**src/verilog/ldcore_pkg.sv**
```systemverilog
// ######################################
// Shared types and widths of the LD core. Opcode bytes outside the
// supported subset decode to T_ILLEGAL.
// ######################################
`default_nettype none

package ldcore_pkg;

    // ######################################
    // Widths
    // ######################################
    localparam int STEP_W = 3;  // Enough for the four execute steps.
    localparam int ADDR_W = 16;
    localparam int DATA_W = 8;
    localparam int PAIR_W = 2;  // BC=0, DE=1, HL=2, SP=3.

    localparam logic [DATA_W-1:0] PREFIX_ED = 8'hED;

    // Address source selection driven by the step decoder.
    localparam int               ASEL_W     = 2;
    localparam logic [ASEL_W-1:0] ASEL_PC    = 2'd0;
    localparam logic [ASEL_W-1:0] ASEL_OPOP  = 2'd1;
    localparam logic [ASEL_W-1:0] ASEL_OPOP1 = 2'd2;

    // ######################################
    // Enums
    // ######################################
    typedef enum logic [1:0] {
        FETCH  = 2'd0,
        PREFIX = 2'd1,
        EXEC   = 2'd2,
        HALTED = 2'd3
    } seq_state_e;

    typedef enum logic [2:0] {
        T_NOP       = 3'd0,
        T_LD_DD_NN  = 3'd1,  // 01/11/21/31
        T_LD_DD_IND = 3'd2,  // ED 4B/5B/6B/7B
        T_ST_IND_DD = 3'd3,  // ED 43/53/63/73
        T_HALT      = 3'd4,
        T_ILLEGAL   = 3'd5
    } table_idx_e;

endpackage

`default_nettype wire
```
**src/verilog/ldcore_top.sv**
```systemverilog
// ######################################
// LD core top level. Results leave only through bus writes.
// ######################################
`timescale 1ns/10ps
`default_nettype none

module ldcore_top (
    input  wire                              clk,
    input  wire                              rst_n,
    input  wire  [ldcore_pkg::DATA_W-1:0]    wb_dat_r,
    input  wire                              wb_ack,
    output logic                             wb_cyc,
    output logic                             wb_stb,
    output logic                             wb_we,
    output logic [ldcore_pkg::ADDR_W-1:0]    wb_adr,
    output logic [ldcore_pkg::DATA_W-1:0]    wb_dat_w,
    output logic                             halted,
    output logic                             illegal
);
    import ldcore_pkg::*;

    logic               bus_req;
    logic               bus_we;
    logic               bus_done;
    logic [DATA_W-1:0]  rd_data;
    logic [DATA_W-1:0]  rd_byte;
    logic [ADDR_W-1:0]  adr;
    logic               fetch;
    table_idx_e         table_idx;
    logic [PAIR_W-1:0]  dd;
    logic [STEP_W-1:0]  step;
    logic [ASEL_W-1:0]  addr_sel;
    logic               pc_inc;
    logic               opop_lo_load;
    logic               opop_hi_load;
    logic               reg_lo_write;
    logic               reg_hi_write;
    logic               reg_lo_read;
    logic               reg_hi_read;
    logic               last_step;

    ldcore_sequencer i_sequencer (
        .clk       (clk),
        .rst_n     (rst_n),
        .bus_done  (bus_done),
        .rd_data   (rd_data),
        .last_step (last_step),
        .bus_req   (bus_req),
        .fetch     (fetch),
        .table_idx (table_idx),
        .dd        (dd),
        .step      (step),
        .halted    (halted),
        .illegal   (illegal)
    );

    ldcore_step_decoder i_step_decoder (
        .table_idx    (table_idx),
        .dd           (dd),
        .step         (step),
        .addr_sel     (addr_sel),
        .pc_inc       (pc_inc),
        .opop_lo_load (opop_lo_load),
        .opop_hi_load (opop_hi_load),
        .reg_lo_write (reg_lo_write),
        .reg_hi_write (reg_hi_write),
        .reg_lo_read  (reg_lo_read),
        .reg_hi_read  (reg_hi_read),
        .bus_we       (bus_we),
        .last_step    (last_step)
    );

    ldcore_regfile i_regfile (
        .clk     (clk),
        .rst_n   (rst_n),
        .dd      (dd),
        .wr_lo   (reg_lo_write),
        .wr_hi   (reg_hi_write),
        .rd_lo   (reg_lo_read),
        .rd_hi   (reg_hi_read),
        .wr_data (rd_data),
        .act     (bus_done),
        .rd_byte (rd_byte)
    );

    ldcore_addr_unit i_addr_unit (
        .clk          (clk),
        .rst_n        (rst_n),
        .fetch        (fetch),
        .addr_sel     (addr_sel),
        .pc_inc       (pc_inc),
        .opop_lo_load (opop_lo_load),
        .opop_hi_load (opop_hi_load),
        .load_data    (rd_data),
        .act          (bus_done),
        .adr          (adr)
    );

    ldcore_wb_master i_wb_master (
        .clk      (clk),
        .rst_n    (rst_n),
        .bus_req  (bus_req),
        .bus_we   (bus_we),
        .adr_in   (adr),
        .dat_in   (rd_byte),
        .wb_dat_r (wb_dat_r),
        .wb_ack   (wb_ack),
        .wb_cyc   (wb_cyc),
        .wb_stb   (wb_stb),
        .wb_we    (wb_we),
        .wb_adr   (wb_adr),
        .wb_dat_w (wb_dat_w),
        .bus_done (bus_done),
        .rd_data  (rd_data)
    );

endmodule

`default_nettype wire

```
**src/verilog/ldcore_wb_master.sv**
```systemverilog
// ######################################
// Wishbone classic master, one byte per request, no bursts.
// ######################################
`timescale 1ns/10ps
`default_nettype none

module ldcore_wb_master (
    input  wire                              clk,
    input  wire                              rst_n,
    input  wire                              bus_req,
    input  wire                              bus_we,
    input  wire  [ldcore_pkg::ADDR_W-1:0]    adr_in,
    input  wire  [ldcore_pkg::DATA_W-1:0]    dat_in,
    input  wire  [ldcore_pkg::DATA_W-1:0]    wb_dat_r,
    input  wire                              wb_ack,
    output logic                             wb_cyc,
    output logic                             wb_stb,
    output logic                             wb_we,
    output logic [ldcore_pkg::ADDR_W-1:0]    wb_adr,
    output logic [ldcore_pkg::DATA_W-1:0]    wb_dat_w,
    output logic                             bus_done,
    output logic [ldcore_pkg::DATA_W-1:0]    rd_data
);
    logic start;

    // Never start in the cycle after ack.
    assign start = bus_req && !wb_cyc && !bus_done;

    always_ff @(posedge clk or negedge rst_n) begin
        if (!rst_n) begin
            wb_cyc   <= 1'b0;
            wb_stb   <= 1'b0;
            wb_we    <= 1'b0;
            bus_done <= 1'b0;
        end else begin
            bus_done <= wb_cyc && wb_ack;
            if (wb_cyc && wb_ack) begin
                wb_cyc <= 1'b0;
                wb_stb <= 1'b0;
                wb_we  <= 1'b0;
            end else if (start) begin
                wb_cyc <= 1'b1;
                wb_stb <= 1'b1;
                wb_we  <= bus_we;
            end
        end
    end

    always_ff @(posedge clk) begin
        if (start) begin
            wb_adr   <= adr_in;
            wb_dat_w <= dat_in;
        end
        if (wb_cyc && wb_ack) begin
            rd_data <= wb_dat_r;
        end
    end

endmodule

`default_nettype wire

```
**src/verilog/ldcore_addr_unit.sv**
```systemverilog
// ######################################
// PC and operand latch. OPOP+1 wraps at 16 bits.
// ######################################
`timescale 1ns/10ps
`default_nettype none

module ldcore_addr_unit (
    input  wire                              clk,
    input  wire                              rst_n,
    input  wire                              fetch,
    input  wire  [ldcore_pkg::ASEL_W-1:0]    addr_sel,
    input  wire                              pc_inc,
    input  wire                              opop_lo_load,
    input  wire                              opop_hi_load,
    input  wire  [ldcore_pkg::DATA_W-1:0]    load_data,
    input  wire                              act,
    output logic [ldcore_pkg::ADDR_W-1:0]    adr
);
    import ldcore_pkg::*;

    logic [ADDR_W-1:0] pc_q;
    logic [ADDR_W-1:0] opop_q;

    always_ff @(posedge clk or negedge rst_n) begin
        if (!rst_n) begin
            pc_q <= '0;
        end else if (act && (fetch || pc_inc)) begin
            pc_q <= pc_q + ADDR_W'(1);  // Every PC-sourced byte moves PC on.
        end
    end

    always_ff @(posedge clk) begin
        if (act && opop_lo_load) begin
            opop_q[DATA_W-1:0] <= load_data;
        end
        if (act && opop_hi_load) begin
            opop_q[ADDR_W-1:DATA_W] <= load_data;
        end
    end

    always_comb begin
        if (fetch) begin
            adr = pc_q;
        end else begin
            case (addr_sel)
                ASEL_OPOP:  adr = opop_q;
                ASEL_OPOP1: adr = opop_q + ADDR_W'(1);
                default:    adr = pc_q;
            endcase
        end
    end

endmodule

`default_nettype wire

```
**src/verilog/ldcore_regfile.sv**
```systemverilog
// ######################################
// Register pairs BC, DE, HL, SP. One byte written per act.
// ######################################
`timescale 1ns/10ps
`default_nettype none

module ldcore_regfile (
    input  wire                              clk,
    input  wire                              rst_n,
    input  wire  [ldcore_pkg::PAIR_W-1:0]    dd,
    input  wire                              wr_lo,
    input  wire                              wr_hi,
    input  wire                              rd_lo,
    input  wire                              rd_hi,
    input  wire  [ldcore_pkg::DATA_W-1:0]    wr_data,
    input  wire                              act,
    output logic [ldcore_pkg::DATA_W-1:0]    rd_byte
);
    import ldcore_pkg::*;

    logic [2*DATA_W-1:0] pair_q [4];

    always_ff @(posedge clk or negedge rst_n) begin
        if (!rst_n) begin
            for (int i = 0; i < 4; i++) begin
                pair_q[i] <= '0;
            end
        end else if (act) begin
            if (wr_lo) begin
                pair_q[dd][DATA_W-1:0] <= wr_data;  // C, E, L or SP low.
            end
            if (wr_hi) begin
                pair_q[dd][2*DATA_W-1:DATA_W] <= wr_data;
            end
        end
    end

    // Store data byte. Zero when no read strobe is set.
    always_comb begin
        if (rd_hi) begin
            rd_byte = pair_q[dd][2*DATA_W-1:DATA_W];
        end else if (rd_lo) begin
            rd_byte = pair_q[dd][DATA_W-1:0];
        end else begin
            rd_byte = '0;
        end
    end

endmodule

`default_nettype wire

```
**src/verilog/ldcore_step_decoder.sv**
```systemverilog
// ######################################
// Combinational step decoder. Strobes take effect only at bus_done.
// ######################################
`timescale 1ns/10ps
`default_nettype none

module ldcore_step_decoder (
    input  ldcore_pkg::table_idx_e           table_idx,
    input  wire  [ldcore_pkg::PAIR_W-1:0]    dd,
    input  wire  [ldcore_pkg::STEP_W-1:0]    step,
    output logic [ldcore_pkg::ASEL_W-1:0]    addr_sel,
    output logic                             pc_inc,
    output logic                             opop_lo_load,
    output logic                             opop_hi_load,
    output logic                             reg_lo_write,
    output logic                             reg_hi_write,
    output logic                             reg_lo_read,
    output logic                             reg_hi_read,
    output logic                             bus_we,
    output logic                             last_step
);
    import ldcore_pkg::*;

    // ######################################
    // Instruction timing table
    // ######################################
    always_comb begin
        addr_sel     = ASEL_PC;
        pc_inc       = 1'b0;
        opop_lo_load = 1'b0;
        opop_hi_load = 1'b0;
        reg_lo_write = 1'b0;
        reg_hi_write = 1'b0;
        reg_lo_read  = 1'b0;
        reg_hi_read  = 1'b0;
        bus_we       = 1'b0;
        last_step    = 1'b0;
        case (table_idx)
            T_LD_DD_NN: begin
                pc_inc = 1'b1;  // Both immediate bytes come from PC.
                if (step == STEP_W'(0)) begin
                    reg_lo_write = 1'b1;
                end else begin
                    reg_hi_write = 1'b1;
                    last_step    = 1'b1;
                end
            end
            T_LD_DD_IND, T_ST_IND_DD: begin
                case (step)
                    STEP_W'(0): begin
                        pc_inc       = 1'b1;
                        opop_lo_load = 1'b1;
                    end
                    STEP_W'(1): begin
                        pc_inc       = 1'b1;
                        opop_hi_load = 1'b1;
                    end
                    STEP_W'(2): begin
                        addr_sel     = ASEL_OPOP;
                        reg_lo_write = (table_idx == T_LD_DD_IND);
                        reg_lo_read  = (table_idx == T_ST_IND_DD);
                        bus_we       = (table_idx == T_ST_IND_DD);
                    end
                    default: begin
                        addr_sel     = ASEL_OPOP1;
                        reg_hi_write = (table_idx == T_LD_DD_IND);
                        reg_hi_read  = (table_idx == T_ST_IND_DD);
                        bus_we       = (table_idx == T_ST_IND_DD);
                        last_step    = 1'b1;
                    end
                endcase
            end
            default: last_step = 1'b1;
        endcase
    end

endmodule

`default_nettype wire

```
**src/verilog/ldcore_sequencer.sv**
```systemverilog
// ######################################
// Control FSM. One bus request is outstanding at a time and the step
// advances only on bus_done, so late acks just stretch an instruction.
// ######################################
`timescale 1ns/10ps
`default_nettype none

module ldcore_sequencer (
    input  wire                              clk,
    input  wire                              rst_n,
    input  wire                              bus_done,
    input  wire  [ldcore_pkg::DATA_W-1:0]    rd_data,
    input  wire                              last_step,
    output logic                             bus_req,
    output logic                             fetch,
    output ldcore_pkg::table_idx_e           table_idx,
    output logic [ldcore_pkg::PAIR_W-1:0]    dd,
    output logic [ldcore_pkg::STEP_W-1:0]    step,
    output logic                             halted,
    output logic                             illegal
);
    import ldcore_pkg::*;

    seq_state_e  state_q;
    logic        wait_q;   // A request is in flight.
    table_idx_e  idx_dec;

    // Maps an opcode byte to its table index. Prefixed bytes follow ED.
    function automatic table_idx_e decode_op(input logic [DATA_W-1:0] op,
                                             input logic prefixed);
        table_idx_e idx;
        idx = T_ILLEGAL;
        if (prefixed) begin
            if (op[7:6] == 2'b01 && op[3:0] == 4'hB) begin
                idx = T_LD_DD_IND;
            end else if (op[7:6] == 2'b01 && op[3:0] == 4'h3) begin
                idx = T_ST_IND_DD;
            end
        end else if (op == 8'h00) begin
            idx = T_NOP;
        end else if (op == 8'h76) begin
            idx = T_HALT;
        end else if (op[7:6] == 2'b00 && op[3:0] == 4'h1) begin
            idx = T_LD_DD_NN;
        end
        return idx;
    endfunction

    assign idx_dec = decode_op(rd_data, state_q == PREFIX);

    assign bus_req = (state_q != HALTED) && !wait_q;
    assign fetch   = (state_q == FETCH) || (state_q == PREFIX);
    assign halted  = (state_q == HALTED);

    // ######################################
    // State, step and table index
    // ######################################
    always_ff @(posedge clk or negedge rst_n) begin
        if (!rst_n) begin
            state_q   <= FETCH;
            wait_q    <= 1'b0;
            table_idx <= T_NOP;
            dd        <= '0;
            step      <= '0;
            illegal   <= 1'b0;
        end else begin
            if (bus_req) begin
                wait_q <= 1'b1;
            end else if (bus_done) begin
                wait_q <= 1'b0;
            end
            if (bus_done) begin
                case (state_q)
                    FETCH, PREFIX: begin
                        if (state_q == FETCH && rd_data == PREFIX_ED) begin
                            state_q <= PREFIX;
                        end else begin
                            table_idx <= idx_dec;
                            dd        <= rd_data[5:4];  // Pair field of both opcode forms.
                            step      <= '0;
                            case (idx_dec)
                                T_NOP:                state_q <= FETCH;
                                T_HALT:               state_q <= HALTED;
                                T_ILLEGAL: begin
                                    state_q <= HALTED;
                                    illegal <= 1'b1;
                                end
                                default:              state_q <= EXEC;
                            endcase
                        end
                    end
                    EXEC: begin
                        if (last_step) begin
                            state_q   <= FETCH;
                            table_idx <= T_NOP;  // Keeps decoder strobes quiet in fetch.
                            step      <= '0;
                        end else begin
                            step <= step + STEP_W'(1);
                        end
                    end
                    default: state_q <= state_q;
                endcase
            end
        end
    end

endmodule

`default_nettype wire

```
**config.mk**
```make
export PLATFORM = sky130hd
export DESIGN_NAME = ldcore_top
export DESIGN_NICKNAME = d
export VERILOG_FILES = /design/src/verilog/ldcore_pkg.sv /design/src/verilog/ldcore_top.sv /design/src/verilog/ldcore_wb_master.sv /design/src/verilog/ldcore_addr_unit.sv /design/src/verilog/ldcore_regfile.sv /design/src/verilog/ldcore_step_decoder.sv /design/src/verilog/ldcore_sequencer.sv
export SDC_FILE = /design/constraint.sdc
export NUM_CORES = 1
export LEC_CHECK = 0
export ABC_AREA = 0
export BUFFER_PORTS_ARGS = -buffer_cell sky130_fd_sc_hd__buf_2
export CORE_MARGIN = 5
export CORE_UTILIZATION = 38
export DETAILED_ROUTE_END_ITERATION = 7
export PLACE_DENSITY = 0.64
export REMOVE_ABC_BUFFERS = 1
export SYNTH_ARGS = -nofsm -noshare
export SYNTH_HDL_FRONTEND = slang
export SYNTH_HIERARCHICAL = 1
export SYNTH_SLANG_ARGS = --single-unit
```
**constraint.sdc**
```tcl
create_clock -name clk -period 7.98 [get_ports clk]
set_clock_uncertainty 0.2 [all_clocks]
set_input_delay 1.596 -clock clk [delete_from_list [all_inputs] [get_ports clk]]
set_output_delay 1.596 -clock clk [all_outputs]
set_load 0.05 [all_outputs]
```
Word-level counts from Yosys, hierarchy flattened
Cells that the tools add are included.
- flip-flop bits (word level): 143
- reduce and logical (&&, ||, !) cells: 35
- bitwise logic cells: 2
- equality and inequality tests: 21
- add/subtract/negate cells: 3
- order comparisons: 2
- mux-type cells: 59
- operators with widths (cell ; number):
    two-way mux 64 bit ; 3
    bitwise mux 64 bit ; 2
    demux 16 bit (select 2 bit) ; 2
    two-way mux 16 bit ; 4
    adder 16 x 1 -> 16 bit, second input constant ; 2
    binary-select mux 16 bit (select 2 bit) ; 1
    one-hot mux 16 bit (2 select lines) ; 1
    two-way mux 3 bit ; 10
    two-way mux 8 bit ; 3
    two-way mux 1 bit ; 21
    logical AND 1 bit ; 12
    one-hot mux 2 bit (2 select lines) ; 3
    one-hot mux 3 bit (2 select lines) ; 2
    == test 3 x 2 -> 1 bit, second input constant ; 3
    AND reduction 3 bit ; 3
    == test 8 x 7 -> 1 bit, second input constant ; 1
    == test 8 bit, second input constant ; 1
    zero test 8 bit ; 1
    one-hot mux 1 bit (2 select lines) ; 4
    AND reduction 4 bit ; 2
    OR reduction 2 bit ; 4
    == test 2 x 1 -> 1 bit, second input constant ; 3
    == test 2 bit, second input constant ; 3
    == test 3 x 1 -> 1 bit, second input constant ; 2
    other kinds (18) ; 29

Depth between registers and ports, before layout
Gate-level depths: netlist (run 1).
- depth in word-level cells: 11
- mapped depth: 10
- depth with buffers taken out: 8

Hierarchy
The synthesis (run 1) kept the hierarchy.
- by module, submodules not included (module ; seq. area each (µm²) ; cells each ; area an instance (µm²) ; times used):
    ldcore_regfile ; 1601.5 ; 190 ; 2982.9 ; 1
    ldcore_addr_unit ; 880.8 ; 191 ; 1876.8 ; 1
    ldcore_wb_master ; 1036.0 ; 43 ; 1097.3 ; 1
    ldcore_sequencer ; 300.3 ; 64 ; 684.4 ; 1
    ldcore_step_decoder ; 0.0 ; 30 ; 214.0 ; 1

Worst setup path after synthesis (run 1)
OpenSTA, ideal clock, no wires.
- path type: reg-to-output
- start: register i_wb_master.wb_stb
- end: output wb_stb
- slack: 5.199 ns
- path buffers: 1
- stages on the path, launching flop included: 2
- arrival time: 0.985 ns
- data required time: 6.184 ns
- cells stage by stage: dfrtp_1 buf_4
- RTL lines (what ; RTL line ; RTL):
    start, declared ; ldcore_wb_master.sv:17 ; output logic wb_stb,
    start signal, assigned ; ldcore_wb_master.sv:32 ; wb_stb <= 1'b0;
    start signal, assigned ; ldcore_wb_master.sv:39 ; wb_stb <= 1'b0;
    start signal, assigned ; ldcore_wb_master.sv:43 ; wb_stb <= 1'b1;
    end, declared ; ldcore_top.sv:13 ; output logic wb_stb,
No word-level cell between the ends.

Worst setup path in the final report (run 1)
- start: register i_sequencer.state_q[0]
- end: output halted
- cells in the longest elaborated chain, start to end: 1
- RTL lines (what ; RTL line ; RTL):
    start, declared ; ldcore_sequencer.sv:24 ; seq_state_e state_q;
    start signal, assigned ; ldcore_sequencer.sv:101 ; default: state_q <= state_q;
    == test 2 bit ; ldcore_sequencer.sv:53 ; assign halted = (state_q == HALTED);
    end, declared ; ldcore_top.sv:17 ; output logic halted,
No other way between the ends.

==> run_results.csv, run 1 <==
group,metric,value,unit
run_status,status,"completed",
clock_network,postCtsResizedCells,0,
timing,finalWorstSetupSlack,4800,ps
placed_design,dp_slack,4980,ps
detailed_routing,vias_per_cell,5.48,
worst_setup_path,rr_startpoint,"i_sequencer/step[1]$_DFFE_PN0P_",
clock_network,clock_latency,420,ps
floorplanning,die_width,144,µm
worst_setup_path,rr_worst_depth,7,
power_and_ir_drop,ir_drop,0.169,mV
timing,worst_pin_slew,1040,ps
global_routing,antenna_found_initial,0,
placed_design,dp_hpwl,9460,µm
worst_setup_path,r2r_end,"i_wb_master/wb_adr[10]$_DFFE_PP_",
timing,fmax,314,MHz
logic_synthesis,synth_area_leaders,"dfrtp_1, edfxtp_1, mux2_2",
floorplanning,start_util,38.4,%
min_path,hp-class,"flop to flop",
clock_network,path_clk_slew,60,ps
cells_and_area,final_cell_mix,"dfrtp_1, mux2_2, edfxtp_1",
timing,finalSetupViolations,0,
clock_network,post_cts.repair.setup_buffers,0,
global_routing,grt_pass1_wl,23200,µm
floorplanning,num_io_pins,40,
worst_setup_path,cp_cell_sequence,"and2_2 > buf_2",
floorplanning,die_y,144,µm
placed_design,port-buffer-count,39,
detailed_routing,num_vias,4393,
timing,drv_slew,0,
logic_synthesis,synth-seq-cells,143,
placed_design,dp_cells,770,
cells_and_area,fill_cells,1631,
detailed_routing,drt_iter0_markers,280,
logic_synthesis,syn_area_per_cell,13.2,µm²
logic_synthesis,yosys.area.top_type_share,34.7,%
clock_network,cts_hold_buffers,0,
cells_and_area,layout-drive-gt1-share,29.5,%
worst_setup_path,cp.required,6180,ps
floorplanning,die_area,20800,µm²
detailed_routing,drt-wirelength-per-cell,17.8,µm
run,cap_viol_max_count,0,
clock_network,clk_path_buf_depth,2,
cells_and_area,final_cells,802,
logic_synthesis,synthArstFlopShare,66.4,%
logic_synthesis,synthFlopType,"dfrtp_1",
detailed_routing,drt_wl_total,14300,µm
timing,min_period,3180,ps
clock_network,numCtsBuffers,17,
timing,finalCritPeriodShare,39.9,%
global_routing,grt.total_usage,14.5,%
cells_and_area,nets,576,
min_path,hold_depth,1,
min_path,min-delay-start,"i_sequencer/illegal$_DFFE_PN0P_",
timing,finalHoldViolations,0,
cells_and_area,diodes,0,
clock_network,cts-root-buf,"clkbuf_16",
worst_setup_path,critical_path_class,"flop to output pin",
worst_setup_path,max_stage_delay,490,ps
worst_setup_path,cp.arrival,1390,ps
logic_synthesis,yosysUniqueCellTypes,73,
worst_setup_path,critPathCaptureType,"output pin",
logic_synthesis,synth-edff-count,48,
cells_and_area,final_common_cell,"dfrtp_1",
cells_and_area,multi_input_area,2860,µm²
min_path,min_to,"i_sequencer/illegal$_DFFE_PN0P_",
clock_network,htreeDepth,4,
placed_design,postPlaceCellArea,7220,µm²
logic_synthesis,synth_top_cell_by_area,"dfrtp_1",
logic_synthesis,yosysSeqAreaShare,55.7,%
cells_and_area,seqCellArea,3820,µm²
logic_synthesis,netlist_instances,518,
global_routing,grt_pass1_vias,4392,
global_routing,grt_max_degree,82,
logic_synthesis,ys_warn_count,6,
power_and_ir_drop,powerDensity,257,nW/µm²
timing,maxSlewHeadroom,30.9,%
clock_network,cts_tree,"done",
worst_setup_path,path_max_fanout,9,
floorplanning,core_region_area,17800,µm²
worst_setup_path,slowest_stage,"dfrtp_1",
clock_network,cts.sinks,143,
power_and_ir_drop,p_leak,3.25,nW
worst_setup_path,reg2reg_slack,4980,ps
detailed_routing,ant_nets,0,
logic_synthesis,netlist_area,6860,µm²
cells_and_area,syn_to_final_growth,13.8,%
floorplanning,placementRows,49,
power_and_ir_drop,total_power,2.01,mW
timing,rsz0062_at_grt,"false",
detailed_routing,dr.pass1.iters,5,
detailed_routing,drcViolationCount,0,
worst_setup_path,setup.worst_path.start_class,"flop",
cells_and_area,fin_area,7800,µm²
timing,tns,0,ps
global_routing,grt-ovfl-total,0,
placed_design,place.gp.congestion,0.845,
[synth_stat cells, types with 3 or more instances]
library cell / n
a21o_1: 3
and2_1: 3
a21oi_1: 7
nand3b_1: 7
buf_2: 3
xor2_1: 3
mux4_1: 3
o221ai_1: 9
edfxtp_1: 48
nand2b_1: 5
clkbuf_1: 5
nand4_2: 3
nand3_1: 9
inv_1: 7
mux2_2: 65
a21boi_0: 3
or2_2: 3
ha_1: 5
o21ai_0: 20
nor3_1: 7
buf_4: 4
mux2i_1: 20
dfrtp_1: 95
o31ai_1: 4
mux4_2: 5
nand2_1: 38
nand4_1: 11
nor2_1: 25
xnor2_1: 12
buf_6: 5
a31oi_1: 8
o31a_1: 3
nor4_1: 8
nor2b_1: 3
nand4b_1: 3
a211oi_1: 3
nor3b_1: 5
nand3_2: 4
or3b_1: 3
[state kept, by name, indices dropped and copies added, names as in the netlist, 2 cells and up]
signal,flops
i_sequencer/table_idx,3
i_wb_master/wb_dat_w,8
i_addr_unit/opop_q,16
i_regfile/pair_q,64
i_sequencer/state_q,2
i_sequencer/step,3
i_wb_master/wb_adr,16
i_sequencer/dd,2
i_addr_unit/pc_q,16
i_wb_master/rd_data,8
[logic make-up after synthesis]
family,after synthesis,synth area share [%]
compound gates,77,8.18
simple gates,154,13.5
flops,143,55.7
fa+ha+maj,5,0.913
xor+xnor,16,2.15
buf+inv,27,2.65
mux,96,16.9
[where the power goes]
group | internal, mW | leakage [nW] | switching (mW)
Sequential | 0.853 | 1.74 | 0.0978
Combinational | 0.123 | 1.23 | 0.165
Clock | 0.475 | 0.279 | 0.292
Total | 1.45 | 3.25 | 0.556
[layer usage]
metal	vias to the layer above	GRT usage (%)	wire length (µm)
met3	24	3.51	598
met1	2202	19.6	6540
met4	0	5.50	310
li1	2051	-	-
met2	116	22.7	6870
met5	-	0	0
[worst max-delay path, delay by kind of cell (launching register included)]
family | cells | cell delay, ps
buffers and inverters | 1 | 260
AND/OR/NAND/NOR | 1 | 220
flip-flops | 1 | 490
[cell type report]
cell class / instances / share of cell area (%)
inverters: 7 / 0.337
well taps: 229 / 3.67
clock inverters: 7 / 0.947
repair buffers: 43 / 2.92
multi-input cells: 348 / 36.6
flip-flops and latches: 143 / 49.0
clock buffers: 25 / 6.51
[metrics by stage]
| stage | util, % | hold slack [ps] |
|---|---|---|
| after floorplan | - | 245 |
| after global routing | 43.7 | 281 |
| after global placement | 40.5 | 259 |
| after CTS | 43.7 | 268 |
| after detailed placement | 40.5 | 249 |
| final | 43.7 | 262 |
[worst max path at each step]
stage | start | to | depth (start not counted)
2_1_floorplan | i_sequencer/step[2]$_DFFE_PN0P_ | i_wb_master/wb_adr[4]$_DFFE_PP_ | 8
3_3_place_gp | rst_n | i_regfile/pair_q[44]$_DFFE_PN0P_ | 2
3_5_place_dp | rst_n | i_regfile/pair_q[44]$_DFFE_PN0P_ | 2
4_1_cts | i_sequencer/state_q[0]$_DFFE_PN0P_ | halted | 2
5_1_grt | i_sequencer/state_q[0]$_DFFE_PN0P_ | halted | 2
6_report | i_sequencer/state_q[0]$_DFFE_PN0P_ | halted | 2
Power figures use the tool's default switching activity.
==> run 2: changes to the inputs <==
--- a/config.mk
+++ b/config.mk
@@ -5,7 +5,7 @@
 export SDC_FILE = /design/constraint.sdc
 export NUM_CORES = 1
 export LEC_CHECK = 0
-export ABC_AREA = 0
+export ABC_AREA = 1
 export BUFFER_PORTS_ARGS = -buffer_cell sky130_fd_sc_hd__buf_2
 export CORE_MARGIN = 5
 export CORE_UTILIZATION = 38
==> constraint.sdc (replaced) <==
create_clock -name clk -period 3 [get_ports clk]
set_clock_uncertainty 0.2 [all_clocks]
set_input_delay 0.6 -clock clk [delete_from_list [all_inputs] [get_ports clk]]
set_output_delay 0.6 -clock clk [all_outputs]
set_load 0.05 [all_outputs]
==> run_results.csv, run 2 <==
group,metric,value,unit
placed_design,place.gp.congestion,0.846,
floorplanning,placementRows,50,
worst_setup_path,cp.required,3070,ps
worst_setup_path,critPathCaptureType,"flop",
logic_synthesis,synthArstFlopShare,66.4,%
global_routing,grt_max_degree,41,
clock_network,clock_latency,420,ps
timing,drv_slew,0,
clock_network,clk_path_buf_depth,2,
worst_setup_path,rr_startpoint,"i_sequencer/step[0]$_DFFE_PN0P_",
placed_design,dp_hpwl,11300,µm
detailed_routing,num_vias,5713,
cells_and_area,final_cell_mix,"nand2_1, dfrtp_1, inv_1",
cells_and_area,largest_register,"i_regfile/pair_q",
cells_and_area,layout-drive-gt1-share,15.3,%
floorplanning,die_y,148,µm
timing,finalSetupViolations,0,
power_and_ir_drop,ir_drop,0.656,mV
power_and_ir_drop,p_leak,3.95,nW
worst_setup_path,r2r_end,"i_wb_master/wb_adr[11]$_DFFE_PP_",
power_and_ir_drop,total_power,6.84,mW
clock_network,cts.sinks,143,
clock_network,path_clk_slew,60,ps
timing,rsz0062_at_grt,"false",
cells_and_area,syn_to_final_growth,13.3,%
logic_synthesis,synthFlopType,"dfrtp_1",
logic_synthesis,yosysSeqAreaShare,52.5,%
clock_network,cts_tree,"done",
clock_network,post_cts.repair.setup_buffers,0,
detailed_routing,ant_nets,0,
worst_setup_path,cp.arrival,2590,ps
clock_network,htreeDepth,4,
timing,worst_pin_slew,650,ps
detailed_routing,dr.pass1.iters,5,
clock_network,cts-root-buf,"clkbuf_16",
cells_and_area,final_common_cell,"nand2_1",
global_routing,grt_pass1_wl,28700,µm
worst_setup_path,reg2reg_slack,490,ps
cells_and_area,diodes,0,
floorplanning,core_region_area,18800,µm²
clock_network,numCtsBuffers,17,
floorplanning,start_util,38.8,%
placed_design,port-buffer-count,39,
global_routing,antenna_found_initial,0,
timing,finalHoldViolations,0,
detailed_routing,drcViolationCount,0,
logic_synthesis,synth-seq-cells,143,
logic_synthesis,synth_top_cell_by_area,"dfrtp_1",
floorplanning,die_area,22000,µm²
detailed_routing,drt_iter0_markers,435,
logic_synthesis,yosysMostFrequentCell,"nand2_1",
logic_synthesis,netlist_instances,895,
min_path,hp-class,"input port to flop",
worst_setup_path,critPathLaunch,"i_sequencer/step[0]$_DFFE_PN0P_",
min_path,min_to,"i_wb_master/rd_data[7]$_DFFE_PP_",
min_path,hold_depth,1,
timing,tns,0,ps
worst_setup_path,critical_path_class,"flop to flop",
timing,maxSlewHeadroom,56.6,%
cells_and_area,largest_register_ffs,64,
run,cap_viol_max_count,0,
global_routing,grt_pass1_vias,5645,
logic_synthesis,ys_warn_count,6,
worst_setup_path,setup.worst_path.start_class,"flop",
power_and_ir_drop,powerDensity,830,nW/µm²
logic_synthesis,synth-edff-count,48,
detailed_routing,drt-wirelength-per-cell,14.2,µm
global_routing,grt-ovfl-total,0,
logic_synthesis,syn_area_per_cell,8.13,µm²
cells_and_area,nets,952,
logic_synthesis,synth_common_cells,"nand2_1, dfrtp_1, inv_1, nor2_1, edfxtp_1",
timing,finalCritPeriodShare,83.8,%
detailed_routing,vias_per_cell,4.83,
run_status,status,"completed",
worst_setup_path,rr_worst_depth,10,
detailed_routing,drt_wl_total,16800,µm
worst_setup_path,path_max_fanout,11,
logic_synthesis,netlist_area,7280,µm²
global_routing,grt.total_usage,16.4,%
timing,min_period,2510,ps
logic_synthesis,synth_area_leaders,"dfrtp_1, edfxtp_1, nand2_1",
cells_and_area,fill_cells,1875,
timing,fmax,398,MHz
min_path,min-delay-start,"wb_dat_r[7]",
logic_synthesis,yosys.area.top_type_share,32.7,%
floorplanning,die_width,148,µm
logic_synthesis,yosysUniqueCellTypes,36,
clock_network,postCtsResizedCells,0,
floorplanning,num_io_pins,40,
==> run 2: changes by cell type after synthesis, sizes merged, moves of 8 or more <==
| cell | change |
|---|---|
| mux2i | -20 |
| buf | +9 |
| xnor2 | -10 |
| nand2 | +349 |
| nand3 | +14 |
| nand4 | -8 |
| mux2 | -68 |
| nor2 | +62 |
| a21oi | +19 |
| inv | +76 |
| o21ai | +58 |
| o221ai | -9 |
| mux4 | -8 |
==> run 2: layout make-up <==
| cell class | instances | area [µm²] | share of cell area (%) |
|---|---|---|---|
| Inverter | 83 | 312 | 3.78 |
| Sequential cell | 143 | 3820 | 46.3 |
| Tap cell | 234 | 293 | 3.55 |
| Clock inverter | 12 | 134 | 1.62 |
| Timing Repair Buffer | 49 | 288 | 3.49 |
| Multi-Input combinational cell | 642 | 2970 | 36.0 |
| Clock buffer | 20 | 437 | 5.30 |
==> run 2: per-stage QoR <==
step | hold slack (ps) | utilization (%) | instance area (µm²) | cells | worst slack [ps]
after floorplan | 104 | - | 7100 | 868 | 277
after global placement | 246 | 40.8 | 7670 | 1150 | 587
after detailed placement | 273 | 40.8 | 7670 | 1150 | 493
after CTS | 125 | 43.9 | 8250 | 1183 | 468
after global routing | 119 | 43.9 | 8250 | 1183 | 168
final | 146 | 43.9 | 8250 | 1183 | 487
==> run 2: critical path, stage by stage (launching register included) <==
cell     delay, ps
dfrtp_1        420
inv_1          130
nand3_1        140
nor2_1         200
inv_1           70
ha_1           280
nor2_1         330
inv_1          270
a21oi_1        190
nand2_1         60
o21ai_1         70
==> run 2: power by group <==
group | total [mW] | switching [mW] | internal, mW
sequential | 2.87 | 0.331 | 2.54
clock | 2.08 | 0.844 | 1.23
combinational | 1.90 | 1.37 | 0.525
==> run 2: cells by family (layout without fill, tap and decap cells) <==
group | count (synthesis) | after routing | synth area share (%)
AND/OR/NAND/NOR | 514 | 514 | 30.3
flip-flops | 143 | 143 | 52.5
AO/OA/AOI/OAI | 113 | 113 | 8.43
buffers and inverters | 110 | 164 | 6.77
XOR/XNOR | 10 | 10 | 1.20
adder cells (fa/ha/maj) | 5 | 5 | 0.860
==> run 2: what timing repair did <==
| action | CTS | global route |
|---|---|---|
| endpoints found under the hold margin | 31 | 0 |
| hold buffers | 1 | 0 |
| setup endpoints to repair | 0 | 0 |
==> run 2: worst max path at each step <==
stage	to	cells past startpoint
3_3_place_gp	i_wb_master/wb_adr[11]$_DFFE_PP_	10
3_5_place_dp	i_wb_master/wb_adr[11]$_DFFE_PP_	10
4_1_cts	i_wb_master/wb_adr[11]$_DFFE_PP_	10
6_report	i_wb_master/wb_adr[11]$_DFFE_PP_	10
2_1_floorplan	i_wb_master/wb_adr[11]$_DFFE_PP_	10
5_1_grt	i_wb_master/wb_adr[14]$_DFFE_PP_	10
==> run 2: metal layers <==
layer	part of all wire, %	global-route usage [%]	up-vias
met5	0	0	-
met3	5.4	3.44	30
li1	-	-	2918
met4	2.6	5.87	0
met2	45	25.9	168
met1	47	22.6	2597
